File: src/include/mbox_params.svh
// Address map, bus codes and register field positions of the two-core mailbox
// Included by the RTL and by the testbench
`ifndef MBOX_PARAMS_SVH
`define MBOX_PARAMS_SVH

// Mailbox window in the shared map
`define MBOX_BASE       32'h4003_0000
`define MBOX_ADDR_MASK  32'hFFFF_FF00  // Upper address bits that select the window

// Register offsets inside the window
// TX is the core's own outgoing channel
// RX is its incoming one
`define OFS_ACISR       8'h00  // Interrupt status and clear
`define OFS_TX_CTRL     8'h08
`define OFS_TX_DATA     8'h0C  // Write only
`define OFS_TX_STATUS   8'h10
`define OFS_RX_DATA     8'h18  // Read only
`define OFS_RX_STATUS   8'h1C

// AHB transfer types
`define HTRANS_IDLE     2'b00
`define HTRANS_BUSY     2'b01
`define HTRANS_NONSEQ   2'b10
`define HTRANS_SEQ      2'b11  // No bursts here

// AHB access sizes
`define HSIZE_BYTE      3'b000
`define HSIZE_HALF      3'b001
`define HSIZE_WORD      3'b010

// Control register fields
`define CTRL_IE_BIT     31  // Interrupt enable
`define CTRL_LEN_MSB    28
`define CTRL_LEN_LSB    15

// Status register fields
`define STAT_FULL_BIT   0   // Channel not empty
`define STAT_IRQ_BIT    1
`define STAT_CNT_MSB    29  // Remaining word count
`define STAT_CNT_LSB    16

// Written to ACISR by the receiver to release the channel
`define CLEAR_INT_CMD   32'h0000_4000

`endif

File: src/verilog/mbox_pkg.sv
// Shared types of the mailbox RTL and testbench
// Referenced by scoped name from each user

package mbox_pkg;

    // Bus data word
    typedef logic [31:0] mbox_word_t;

    // Bus address
    typedef logic [31:0] mbox_addr_t;

    // Message length and remaining count
    typedef logic [13:0] mbox_len_t;

    // AHB transfer type
    typedef logic [1:0] htrans_t;

    // AHB access size
    typedef logic [2:0] hsize_t;

    // One-word channel states
    typedef enum logic [1:0] {
        CH_IDLE     = 2'd0,  // Empty, accepts a push
        CH_FULL     = 2'd1,  // Word waiting for the receiver
        CH_READ_END = 2'd2   // Popped, waiting for the clear
    } ch_state_t;

endpackage

File: src/verilog/mbox_channel.sv
// One direction of the mailbox with a single word buffer
// Sender loads control and pushes, receiver pops then clears
`timescale 1ns/1ps
`include "mbox_params.svh"

module mbox_channel (
    input  logic                 hclk,
    input  logic                 hrst_b,
    input  logic                 ctrl_wr,    // Sender writes TX_CTRL
    input  logic                 data_wr,    // Sender pushes TX_DATA
    input  logic                 data_rd,    // Receiver reads RX_DATA
    input  logic                 clear_req,  // Receiver wrote the clear command
    input  mbox_pkg::mbox_word_t wdata,      // Size-masked write data
    output mbox_pkg::mbox_word_t ctrl,
    output mbox_pkg::mbox_word_t data,
    output mbox_pkg::mbox_word_t status,
    output logic                 irq,        // To the receiving core
    output logic                 push_err    // Push refused
);

    logic                 ie_q;     // Interrupt enable
    mbox_pkg::mbox_len_t  len_q;    // Programmed message length
    mbox_pkg::mbox_len_t  cnt_q;    // Words still to send
    mbox_pkg::mbox_word_t data_q;   // Buffered word
    mbox_pkg::ch_state_t  state_q;
    logic                 busy;
    logic                 push_ok;

    assign busy     = (state_q != mbox_pkg::CH_IDLE);
    assign push_ok  = data_wr && !busy;   // Only an empty channel takes a word
    assign push_err = data_wr && busy;    // Seen by the sender in the same data phase
    assign irq      = busy && ie_q;

    // Control register
    always_ff @(posedge hclk) begin
        if (!hrst_b) begin
            ie_q  <= 1'b0;
            len_q <= '0;
        end
        else if (ctrl_wr) begin
            ie_q  <= wdata[`CTRL_IE_BIT];
            len_q <= wdata[`CTRL_LEN_MSB:`CTRL_LEN_LSB];
        end
    end

    // Remaining count
    // Reloaded by every control write
    always_ff @(posedge hclk) begin
        if (!hrst_b) begin
            cnt_q <= '0;
        end
        else if (ctrl_wr) begin
            cnt_q <= wdata[`CTRL_LEN_MSB:`CTRL_LEN_LSB];
        end
        else if (push_ok && (cnt_q != '0)) begin
            cnt_q <= cnt_q - mbox_pkg::mbox_len_t'(1);  // Saturates at zero
        end
    end

    // Payload word
    always_ff @(posedge hclk) begin
        if (push_ok) begin
            data_q <= wdata;
        end
    end

    // Channel FSM
    // One push per interrupt, released by the clear
    always_ff @(posedge hclk) begin
        if (!hrst_b) begin
            state_q <= mbox_pkg::CH_IDLE;
        end
        else begin
            case (state_q)
                mbox_pkg::CH_IDLE: begin
                    if (data_wr) begin
                        state_q <= mbox_pkg::CH_FULL;
                    end
                end
                mbox_pkg::CH_FULL: begin
                    if (data_rd) begin
                        state_q <= mbox_pkg::CH_READ_END;  // Receiver has the word
                    end
                end
                mbox_pkg::CH_READ_END: begin
                    if (clear_req) begin
                        state_q <= mbox_pkg::CH_IDLE;
                    end
                end
                default: begin
                    state_q <= mbox_pkg::CH_IDLE;
                end
            endcase
        end
    end

    // Control readback
    // Unused bits read as zero
    always_comb begin
        ctrl                              = '0;
        ctrl[`CTRL_IE_BIT]                = ie_q;
        ctrl[`CTRL_LEN_MSB:`CTRL_LEN_LSB] = len_q;
    end

    // Status word
    always_comb begin
        status                              = '0;
        status[`STAT_FULL_BIT]              = busy;
        status[`STAT_IRQ_BIT]               = irq;
        status[`STAT_CNT_MSB:`STAT_CNT_LSB] = cnt_q;
    end

    assign data = data_q;  // Stale after the pop until the next push

endmodule

File: src/verilog/mbox_ahb_port.sv
// AHB-Lite slave for one core of the mailbox
// Turns bus accesses into channel strobes and forms read data and response
`timescale 1ns/1ps
`include "mbox_params.svh"

module mbox_ahb_port (
    input  logic                 hclk,
    input  logic                 hrst_b,
    input  logic                 hsel,
    input  mbox_pkg::mbox_addr_t haddr,
    input  logic                 hwrite,
    input  mbox_pkg::htrans_t    htrans,
    input  mbox_pkg::hsize_t     hsize,
    input  mbox_pkg::mbox_word_t hwdata,
    output mbox_pkg::mbox_word_t hrdata,
    output logic                 hready,
    output logic                 hresp,        // 1 is ERROR
    output logic                 tx_ctrl_wr,   // To outgoing channel
    output logic                 tx_data_wr,
    output logic                 rx_data_rd,   // To incoming channel
    output logic                 rx_clear,
    output mbox_pkg::mbox_word_t wdata,        // Masked write data
    input  mbox_pkg::mbox_word_t tx_ctrl,
    input  mbox_pkg::mbox_word_t tx_status,
    input  mbox_pkg::mbox_word_t rx_data,
    input  mbox_pkg::mbox_word_t rx_status,
    input  logic                 tx_push_err,
    input  logic                 rx_irq,       // Own interrupt
    input  logic                 tx_irq        // Peer's interrupt
);

    // Address phase qualification
    logic                 take_a;
    logic                 seq_a;
    // Registered address phase
    logic                 act_q;   // NONSEQ access in data phase
    logic                 seq_q;   // SEQ access in data phase
    logic                 write_q;
    mbox_pkg::mbox_addr_t addr_q;
    mbox_pkg::hsize_t     size_q;
    // Data phase decode
    logic [7:0]           ofs;
    logic                 base_hit;
    logic                 hit_acisr;
    logic                 hit_tx_ctrl;
    logic                 hit_tx_data;
    logic                 hit_tx_status;
    logic                 hit_rx_data;
    logic                 hit_rx_status;
    logic                 mapped;
    logic                 ro_wr;
    logic                 wo_rd;
    logic                 dec_err;
    mbox_pkg::mbox_word_t acisr_rd;

    assign hready = 1'b1;  // Zero wait states

    always_comb begin
        take_a = 1'b0;
        seq_a  = 1'b0;
        case (htrans)
            `HTRANS_IDLE,
            `HTRANS_BUSY:   take_a = 1'b0;  // OKAY and no effect
            `HTRANS_NONSEQ: take_a = hsel;
            `HTRANS_SEQ:    seq_a  = hsel;  // Answered with ERROR
            default:        take_a = 1'b0;
        endcase
    end

    // Valid flags
    always_ff @(posedge hclk) begin
        if (!hrst_b) begin
            act_q <= 1'b0;
            seq_q <= 1'b0;
        end
        else begin
            act_q <= take_a;
            seq_q <= seq_a;
        end
    end

    // Address phase payload
    always_ff @(posedge hclk) begin
        write_q <= hwrite;
        addr_q  <= haddr;
        size_q  <= hsize;
    end

    assign ofs      = addr_q[7:0];
    assign base_hit = ((addr_q & `MBOX_ADDR_MASK) == `MBOX_BASE);

    assign hit_acisr     = base_hit && (ofs == `OFS_ACISR);
    assign hit_tx_ctrl   = base_hit && (ofs == `OFS_TX_CTRL);
    assign hit_tx_data   = base_hit && (ofs == `OFS_TX_DATA);
    assign hit_tx_status = base_hit && (ofs == `OFS_TX_STATUS);
    assign hit_rx_data   = base_hit && (ofs == `OFS_RX_DATA);
    assign hit_rx_status = base_hit && (ofs == `OFS_RX_STATUS);
    assign mapped        = hit_acisr || hit_tx_ctrl || hit_tx_data ||
                           hit_tx_status || hit_rx_data || hit_rx_status;

    // Illegal directions
    assign ro_wr   = write_q && (hit_tx_status || hit_rx_data || hit_rx_status);
    assign wo_rd   = !write_q && hit_tx_data;
    assign dec_err = seq_q || (act_q && (!mapped || ro_wr || wo_rd));

    // Push refusal comes back from the channel in the same cycle
    assign hresp = dec_err || tx_push_err;

    // Narrow writes take the low lanes
    always_comb begin
        case (size_q)
            `HSIZE_BYTE: wdata = {24'b0, hwdata[7:0]};
            `HSIZE_HALF: wdata = {16'b0, hwdata[15:0]};
            `HSIZE_WORD: wdata = hwdata;
            default:     wdata = '0;  // Wider than the bus
        endcase
    end

    // Single-cycle channel strobes
    assign tx_ctrl_wr = act_q && write_q && hit_tx_ctrl;
    assign tx_data_wr = act_q && write_q && hit_tx_data;
    assign rx_data_rd = act_q && !write_q && hit_rx_data;
    assign rx_clear   = act_q && write_q && hit_acisr && (wdata == `CLEAR_INT_CMD);

    // Own irq in bit 0 and the peer's in bit 1
    assign acisr_rd = {30'b0, tx_irq, rx_irq};

    // Read mux
    always_comb begin
        hrdata = '0;
        if (act_q && !write_q && base_hit) begin
            case (ofs)
                `OFS_ACISR:     hrdata = acisr_rd;
                `OFS_TX_CTRL:   hrdata = tx_ctrl;
                `OFS_TX_STATUS: hrdata = tx_status;
                `OFS_RX_DATA:   hrdata = rx_data;
                `OFS_RX_STATUS: hrdata = rx_status;
                default:        hrdata = '0;  // TX_DATA and holes
            endcase
        end
    end

endmodule

File: src/verilog/mbox_top.sv
// Two-core mailbox top with one AHB-Lite port per core
// Channel 0 runs core 0 to core 1 and channel 1 runs core 1 to core 0
`timescale 1ns/1ps

module mbox_top (
    input  logic                 hclk,
    input  logic                 hrst_b,
    // Core 0 bus
    input  logic                 c0_hsel,
    input  mbox_pkg::mbox_addr_t c0_haddr,
    input  logic                 c0_hwrite,
    input  mbox_pkg::htrans_t    c0_htrans,
    input  mbox_pkg::hsize_t     c0_hsize,
    input  mbox_pkg::mbox_word_t c0_hwdata,
    output mbox_pkg::mbox_word_t c0_hrdata,
    output logic                 c0_hready,
    output logic                 c0_hresp,
    // Core 1 bus
    input  logic                 c1_hsel,
    input  mbox_pkg::mbox_addr_t c1_haddr,
    input  logic                 c1_hwrite,
    input  mbox_pkg::htrans_t    c1_htrans,
    input  mbox_pkg::hsize_t     c1_hsize,
    input  mbox_pkg::mbox_word_t c1_hwdata,
    output mbox_pkg::mbox_word_t c1_hrdata,
    output logic                 c1_hready,
    output logic                 c1_hresp,
    // Receive interrupts
    output logic                 c0_irq,
    output logic                 c1_irq
);

    // Channel 0 wires
    logic                 ch0_ctrl_wr;
    logic                 ch0_data_wr;
    logic                 ch0_data_rd;
    logic                 ch0_clear;
    mbox_pkg::mbox_word_t ch0_wdata;
    mbox_pkg::mbox_word_t ch0_ctrl;
    mbox_pkg::mbox_word_t ch0_data;
    mbox_pkg::mbox_word_t ch0_status;
    logic                 ch0_irq;
    logic                 ch0_push_err;
    // Channel 1 wires
    logic                 ch1_ctrl_wr;
    logic                 ch1_data_wr;
    logic                 ch1_data_rd;
    logic                 ch1_clear;
    mbox_pkg::mbox_word_t ch1_wdata;
    mbox_pkg::mbox_word_t ch1_ctrl;
    mbox_pkg::mbox_word_t ch1_data;
    mbox_pkg::mbox_word_t ch1_status;
    logic                 ch1_irq;
    logic                 ch1_push_err;

    assign c1_irq = ch0_irq;  // Core 1 receives on channel 0
    assign c0_irq = ch1_irq;

    // Core 0 sends on ch0 and receives on ch1
    mbox_ahb_port u_port0 (
        .hclk        (hclk),
        .hrst_b      (hrst_b),
        .hsel        (c0_hsel),
        .haddr       (c0_haddr),
        .hwrite      (c0_hwrite),
        .htrans      (c0_htrans),
        .hsize       (c0_hsize),
        .hwdata      (c0_hwdata),
        .hrdata      (c0_hrdata),
        .hready      (c0_hready),
        .hresp       (c0_hresp),
        .tx_ctrl_wr  (ch0_ctrl_wr),
        .tx_data_wr  (ch0_data_wr),
        .rx_data_rd  (ch1_data_rd),
        .rx_clear    (ch1_clear),
        .wdata       (ch0_wdata),
        .tx_ctrl     (ch0_ctrl),
        .tx_status   (ch0_status),
        .rx_data     (ch1_data),
        .rx_status   (ch1_status),
        .tx_push_err (ch0_push_err),
        .rx_irq      (ch1_irq),
        .tx_irq      (ch0_irq)
    );

    // Core 1 is the mirror image
    mbox_ahb_port u_port1 (
        .hclk        (hclk),
        .hrst_b      (hrst_b),
        .hsel        (c1_hsel),
        .haddr       (c1_haddr),
        .hwrite      (c1_hwrite),
        .htrans      (c1_htrans),
        .hsize       (c1_hsize),
        .hwdata      (c1_hwdata),
        .hrdata      (c1_hrdata),
        .hready      (c1_hready),
        .hresp       (c1_hresp),
        .tx_ctrl_wr  (ch1_ctrl_wr),
        .tx_data_wr  (ch1_data_wr),
        .rx_data_rd  (ch0_data_rd),
        .rx_clear    (ch0_clear),
        .wdata       (ch1_wdata),
        .tx_ctrl     (ch1_ctrl),
        .tx_status   (ch1_status),
        .rx_data     (ch0_data),
        .rx_status   (ch0_status),
        .tx_push_err (ch1_push_err),
        .rx_irq      (ch0_irq),
        .tx_irq      (ch1_irq)
    );

    mbox_channel u_ch0 (
        .hclk      (hclk),
        .hrst_b    (hrst_b),
        .ctrl_wr   (ch0_ctrl_wr),
        .data_wr   (ch0_data_wr),
        .data_rd   (ch0_data_rd),
        .clear_req (ch0_clear),
        .wdata     (ch0_wdata),
        .ctrl      (ch0_ctrl),
        .data      (ch0_data),
        .status    (ch0_status),
        .irq       (ch0_irq),
        .push_err  (ch0_push_err)
    );

    mbox_channel u_ch1 (
        .hclk      (hclk),
        .hrst_b    (hrst_b),
        .ctrl_wr   (ch1_ctrl_wr),
        .data_wr   (ch1_data_wr),
        .data_rd   (ch1_data_rd),
        .clear_req (ch1_clear),
        .wdata     (ch1_wdata),
        .ctrl      (ch1_ctrl),
        .data      (ch1_data),
        .status    (ch1_status),
        .irq       (ch1_irq),
        .push_err  (ch1_push_err)
    );

endmodule

File: config.mk
export PLATFORM = sky130hd
export DESIGN_NAME = mbox_top
export DESIGN_NICKNAME = d
export VERILOG_FILES = /design/src/verilog/mbox_pkg.sv /design/src/verilog/mbox_channel.sv /design/src/verilog/mbox_ahb_port.sv /design/src/verilog/mbox_top.sv
export VERILOG_INCLUDE_DIRS = /design/src /design/src/include
export SDC_FILE = /design/constraint.sdc
export NUM_CORES = 1
export LEC_CHECK = 0
export BUFFER_PORTS_ARGS = -buffer_cell sky130_fd_sc_hd__buf_2
export CORE_MARGIN = 1
export CORE_UTILIZATION = 48
export CTS_CLUSTER_DIAMETER = 80
export DETAILED_ROUTE_END_ITERATION = 7
export HOLD_SLACK_MARGIN = 0.12
export PLACE_DENSITY = 0.86
export RECOVER_POWER = 50
export SETUP_SLACK_MARGIN = 0.02
export SYNTH_ARGS = -nofsm -noshare
export SYNTH_HDL_FRONTEND = slang
export SYNTH_SLANG_ARGS = --single-unit
File: constraint.sdc
create_clock -name hclk -period 2.98 [get_ports hclk]
set_input_delay 0.596 -clock hclk [delete_from_list [all_inputs] [get_ports hclk]]
set_output_delay 0.596 -clock hclk [all_outputs]
set_load 0.05 [all_outputs]
# [Yosys cells after proc, flatten, opt, wreduce, memory -nomap -nowiden]
# Cells that the tools add are included.
[totals] word_cells=160 reg_bits=202
[op_classes] n_reduce_logical=88 mux=18 n_eq_ne=32 n_addsub=2
[op_table] operator="$pmux W32 S5" count=2
[op_table] operator="$pmux W32 S3" count=2
[op_table] operator="$eq A32 B15 Y1 const B" count=2
[op_table] operator="$mux W32" count=2
[op_table] operator="$mux W14" count=4
[op_table] operator="$eq A24 B23 Y1 const B" count=2
[op_table] operator="$eq A8 B5 Y1 const B" count=6
[op_table] operator="$logic_and A1 B1 Y1" count=42
[op_table] operator="$eq A8 B4 Y1 const B" count=4
[op_table] operator="$reduce_bool A14 Y1" count=2
[op_table] operator="$sub A14 B1 Y14 const B" count=2
[op_table] operator="$logic_or A1 B1 Y1" count=22
[op_table] operator="$logic_not A8 Y1" count=2
[op_table] operator="$eq A2 B2 Y1 const B" count=6
[op_table] operator="$mux W2" count=6
[op_table] operator="$pmux W2 S3" count=2
[op_table] operator="$ne A2 B2 Y1 const B" count=4
[op_table] operator="$reduce_and A2 Y1" count=4
[op_table] operator="$reduce_bool A2 Y1" count=4
[op_table] operator="$eq A3 B1 Y1 const B" count=2
[op_table] operator="$eq A3 B2 Y1 const B" count=2
[op_table] operator="$logic_not A1 Y1" count=6
[op_table] operator="$logic_not A3 Y1" count=2
[op_table] operator="$reduce_and A3 Y1" count=2
[op_table] operator="other kinds (3)" count=6

# [Depth between registers and ports, before layout]
[logic_depth] depth_word=13 mapped_depth=8

# [Modules after synthesis]
# A second synthesis with hierarchy kept.
[unflattened] cells_unflattened=1110 area_unflattened_um2=10477.5
[by_module_without_submodules] module="mbox_channel" cells_each=241 seq_area_each_um2=1581.5 area_per_inst_um2=2701.3 n_inst=2
[by_module_without_submodules] module="mbox_ahb_port" cells_each=314 seq_area_each_um2=760.7 area_per_inst_um2=2537.4 n_inst=2

# [Worst setup path after synthesis]
# Ideal clock, no wire load.
[synth_timing] path_kind="register -> output" start="reg u_port0.addr_q[0]" end="out c0_hrdata[15]" n_path_buf=2 stages_incl_launch_ff=8 t_arrival_ps=3009 setup_slack_ps=-625 path_cell_list="dfxtp_1 -> or4_4 -> or3_1 -> clkbuf_1 -> nor2_1 -> buf_2 -> a22oi_1 -> nor3_1"
[synth_via] elab_chain_len=3
[synth_lines] element="from (decl)" line="mbox_ahb_port.sv:39" text="mbox_pkg::mbox_addr_t addr_q;"
[synth_lines] element="from (signal assigned)" line="mbox_ahb_port.sv:85" text="addr_q <= haddr;"
[synth_lines] element="$eq A8 B5 Y1, or another cell as far along" line="mbox_ahb_port.sv:132" text="case (ofs)"
[synth_lines] element="$pmux W32 S5 (*)" line="mbox_ahb_port.sv:132"
[synth_lines] element="$mux W32 (*)" line="mbox_ahb_port.sv:131" text="if (act_q && !write_q && base_hit) begin"
[synth_lines] element="to (decl)" line="mbox_top.sv:15" text="output mbox_pkg::mbox_word_t c0_hrdata,"
# Every way passes the cells marked *; elsewhere a longest branch is shown, timed or not.

# [Worst setup path in the final report]
[layout_timing] start="reg u_port1.addr_q[18]" end="out c1_hrdata[17]"
[layout_via] elab_chain_len=3
[layout_lines] element="from (decl)" line="mbox_ahb_port.sv:39"
[layout_lines] element="from (signal assigned)" line="mbox_ahb_port.sv:85"
[layout_lines] element="$eq A24 B23 Y1 (no source line)"
[layout_lines] element="$logic_and A1 B1 Y1" line="mbox_ahb_port.sv:131"
[layout_lines] element="$mux W32" line="mbox_ahb_port.sv:131"
[layout_lines] element="to (decl)" line="mbox_top.sv:25" text="output mbox_pkg::mbox_word_t c1_hrdata,"
# Every way passes these cells.

==> reports/metrics.csv <==
stage;metric;value;unit
status;status;finished with violations;
status;failing checks;max-capacitance violations, max-slew violations, negative setup slack;
cells_and_area;nets;1252;
logic_synthesis;FFs w/ async S/R, synth;0;%
floorplanning;Die X;135;µm
worst_hold_path;worst min-delay path category;primary input to flip-flop;
cells_and_area;Filler cells;1188;
floorplanning;core area;17300;µm²
logic_synthesis;Mapped Area;8510;µm²
logic_synthesis;Synth area leaders;dfxtp_1 (32%), edfxtp_1 (23%), and2_1 (6.8%);
timing;fmax;297;MHz
power_and_ir_drop;Worst IR Drop VDD;0.000561;V
worst_setup_path;slowest cell delay on critical path;0.55;ns
cells_and_area;share of cells above drive strength 1;36.9;%
logic_synthesis;flip-flop and latch count after synthesis;202;
timing;Slew HR;-2.28;%
clock_tree;Clock Pin Slew Worst Setup and Hold Paths;0.06;ns
grt;first-pass GRT wire length;41900;µm
clock_tree;Clock Latency Late Sink;0.50;ns
clock_tree;number of sinks on the clock net;202;
worst_setup_path;CP max-delay cell;or4b_4;
route;WL final;28000;µm
floorplanning;Initial Util;49.2;%
logic_synthesis;Avg Inst Size Synth;9.97;µm²
worst_setup_path;CP Launch Point;u_port1.addr_q[18]$_DFF_P_;
floorplanning;Rows;48;
grt;largest net degree at the start of global routing;34;
timing;Final period util;113;%
logic_synthesis;post-synth top area cell;dfxtp_1;
route;First DRT Iteration DRCs;805;
worst_setup_path;Worst Reg-to-Reg Cells;9;
worst_setup_path;RR Startpoint;u_port1.addr_q[18]$_DFF_P_;
worst_setup_path;critical path startpoint category;flip-flop;
power_and_ir_drop;pwr/cell area;500;nW/µm²
logic_synthesis;post-synthesis sequential area ratio;55.0;%
timing;Final Worst Setup Slack;-0.392;ns
worst_setup_path;worst path required time;2.38;ns
cells_and_area;area grow syn2layout;41.5;%
logic_synthesis;Synth top area share;32.4;%
placed_design;Setup Slack @ Placement;-0.0323;ns
route;DRT antenna net count;0;
placed_design;buffers added on ports;211;
floorplanning;Die Span Y;135;µm
route;routed len/inst;20.8;µm
logic_synthesis;Mapped Cells;854;
worst_setup_path;r2r endpoint;u_ch1.cnt_q[7]$_SDFFE_PN0P_;
worst_setup_path;CP endpoint;c1_hrdata[17];
worst_setup_path;Critical Path End Type;output pin;
logic_synthesis;Distinct cells, synth;65;
route;vias;7932;
worst_setup_path;Crit path depth;8;
grt;total grt overflow;0;
route;DRC;0;
clock_tree;CTS tree;done;
worst_setup_path;Setup CP Type;flip-flop to output pin;
clock_tree;Root Driver;clkbuf_16;
run;Max-cap violations;1;
worst_setup_path;worst-path maximum fanout;2;
worst_setup_path;flop2flop setup slack;0.34;ns
cells_and_area;commonest non-fill, non-tap cell in the layout;buf_2;
clock_tree;total CTS buffers;21;
grt;All-Layer GR Usage;29.8;%
power_and_ir_drop;Pleak;0.00452;µW
placed_design;Placer Congestion;0.954;
cells_and_area;Diodes inserted;0;
floorplanning;boundary pin count;214;
timing;skew final;0.0163;ns
worst_setup_path;CP Data Arrival Time;2.78;ns
clock_tree;Max Root-Sink Buffers;3;
cells_and_area;Layout Cell Area excl Fill;12000;µm²
timing;min cycle time layout;3.37;ns
timing;setup TNS;-17.28;ns
placed_design;Post-DP HPWL;18200;µm
route;First-pass DRT Iterations;5;
worst_setup_path;CP Buf/Inv Count;3;
timing;RSZ-0062 raised after global routing;yes;
route;via density per instance;5.90;
timing;Fin. Hold Viols;0;
clock_tree;H-tree depth;1;
grt;antenna violations before repair;0;
clock_tree;cts hold-fix bufs;0;
worst_setup_path;worst path cell trace;nor4_4, nand3_1, or4b_4, a2111o_1, buf_4, buf_6, nor2_4, buf_6;
logic_synthesis;Main synth FF type;dfxtp_1;
timing;Max Slew Vio Count;28;
timing;Final Setup Violations;62;
worst_setup_path;Largest delay share family, worst path;simple AND/OR/NAND/NOR gates;
cells_and_area;most frequent cells in the layout;buf_2 (141), dfxtp_1 (135), nand2_1 (81);
placed_design;Area after DPL;10200;µm²
grt;vias in the first global route;7961;
logic_synthesis;EDFF count, synth;64;
power_and_ir_drop;Pwr Total;6020;µW
logic_synthesis;Ys Warns;0;
floorplanning;die footprint;18300;µm²
worst_setup_path;cell repeated most along the worst path;buf_6;
timing;Slew @ Worst Pin;1.53;ns
## per-layer routing
layer | routed length (µm) | up-vias | global-route usage, %
met5 | 0 | - | 0
met3 | 2710 | 99 | 5.57
li1 | - | 3598 | -
met1 | 9940 | 3706 | 34.6
met2 | 14100 | 529 | 52.4
met4 | 1280 | 0 | 15.2
## registers in the layout, summed over array words and instances (netlist names), 3 cells and up
name / flops
u_ch0.cnt_q: 14
u_port1.addr_q: 32
u_port0.size_q: 3
u_ch1.len_q: 14
u_ch1.cnt_q: 14
u_ch0.len_q: 14
u_port1.size_q: 3
u_ch0.data: 32
u_port0.addr_q: 32
u_ch1.data: 32
## through the flow
step,utilization (%),hold WS [ns],std cells
floorplan,-,0.432,855
global placement,59.1,0.438,1288
detailed placement,59.1,0.445,1288
CTS,68.0,0.188,1337
finish,69.6,0.195,1345
global route,69.6,0.180,1345
## logic make-up after synthesis
family | after synthesis | share of synthesized area, %
AND/OR/NAND/NOR | 383 | 25.1
other | 1 | 0.0440
adder cells (fa/ha/maj) | 2 | 0.294
multiplexers | 15 | 1.78
AO/OA/AOI/OAI | 174 | 12.9
flip-flops | 202 | 55.0
buffers and inverters | 56 | 2.75
XOR/XNOR | 21 | 2.16
## synth_stat cells, types with 12 or more instances
master,n
nor4_1,26
edfxtp_1,64
xor2_1,12
mux2i_1,14
clkbuf_1,31
o21ai_0,26
nand4_1,14
dfxtp_1,138
inv_1,13
a21oi_1,73
nor2_1,66
and2_1,93
nor3_1,16
a22oi_1,33
a221oi_1,15
nand2_1,82
nand3_1,17
## where the power goes
group	internal [µW]	switching, µW	leakage, µW
registers	2890	44.7	0.00173
clock network	1710	1090	0.000366
logic	130	151	0.00243
## cell type report
class                      count  area, µm²  share of cell area, %
clock buffer                  31        658                   5.46
inverter                      13       48.8                  0.405
sequential                   202       4690                   38.9
clock inverter                 6       86.3                  0.717
timing repair buffer         271       2190                   18.2
multi-input combinational    597       4090                   33.9
tap                          225        282                   2.34
## how the worst min path moves through the flow
stage	end	depth (start not counted)	slack, ns	start
6_report	u_port0.addr_q[31]$_DFF_P_	1	0.19	c0_haddr[31]
5_1_grt	u_port0.addr_q[16]$_DFF_P_	1	0.18	c0_haddr[16]
4_1_cts	u_port0.size_q[2]$_DFF_P_	1	0.19	c0_hsize[2]
3_5_place_dp	u_ch1.len_q[1]$_SDFFE_PN0P_	2	0.44	u_ch1.len_q[1]$_SDFFE_PN0P_
3_3_place_gp	u_ch0.len_q[0]$_SDFFE_PN0P_	2	0.44	u_ch0.len_q[0]$_SDFFE_PN0P_
2_1_floorplan	u_ch0.len_q[0]$_SDFFE_PN0P_	2	0.43	u_ch0.len_q[0]$_SDFFE_PN0P_
## what timing repair did
action | 4_1_cts | 5_1_grt
buffers inserted | 8 | 9
pin swaps | 28 | 34
endpoints found under the setup margin | 66 | 66
gates resized for setup | 204 | 66
hold endpoints to repair | 0 | 0
cloned | 4 | 0
No activity file was read; power rests on OpenSTA's default activity.
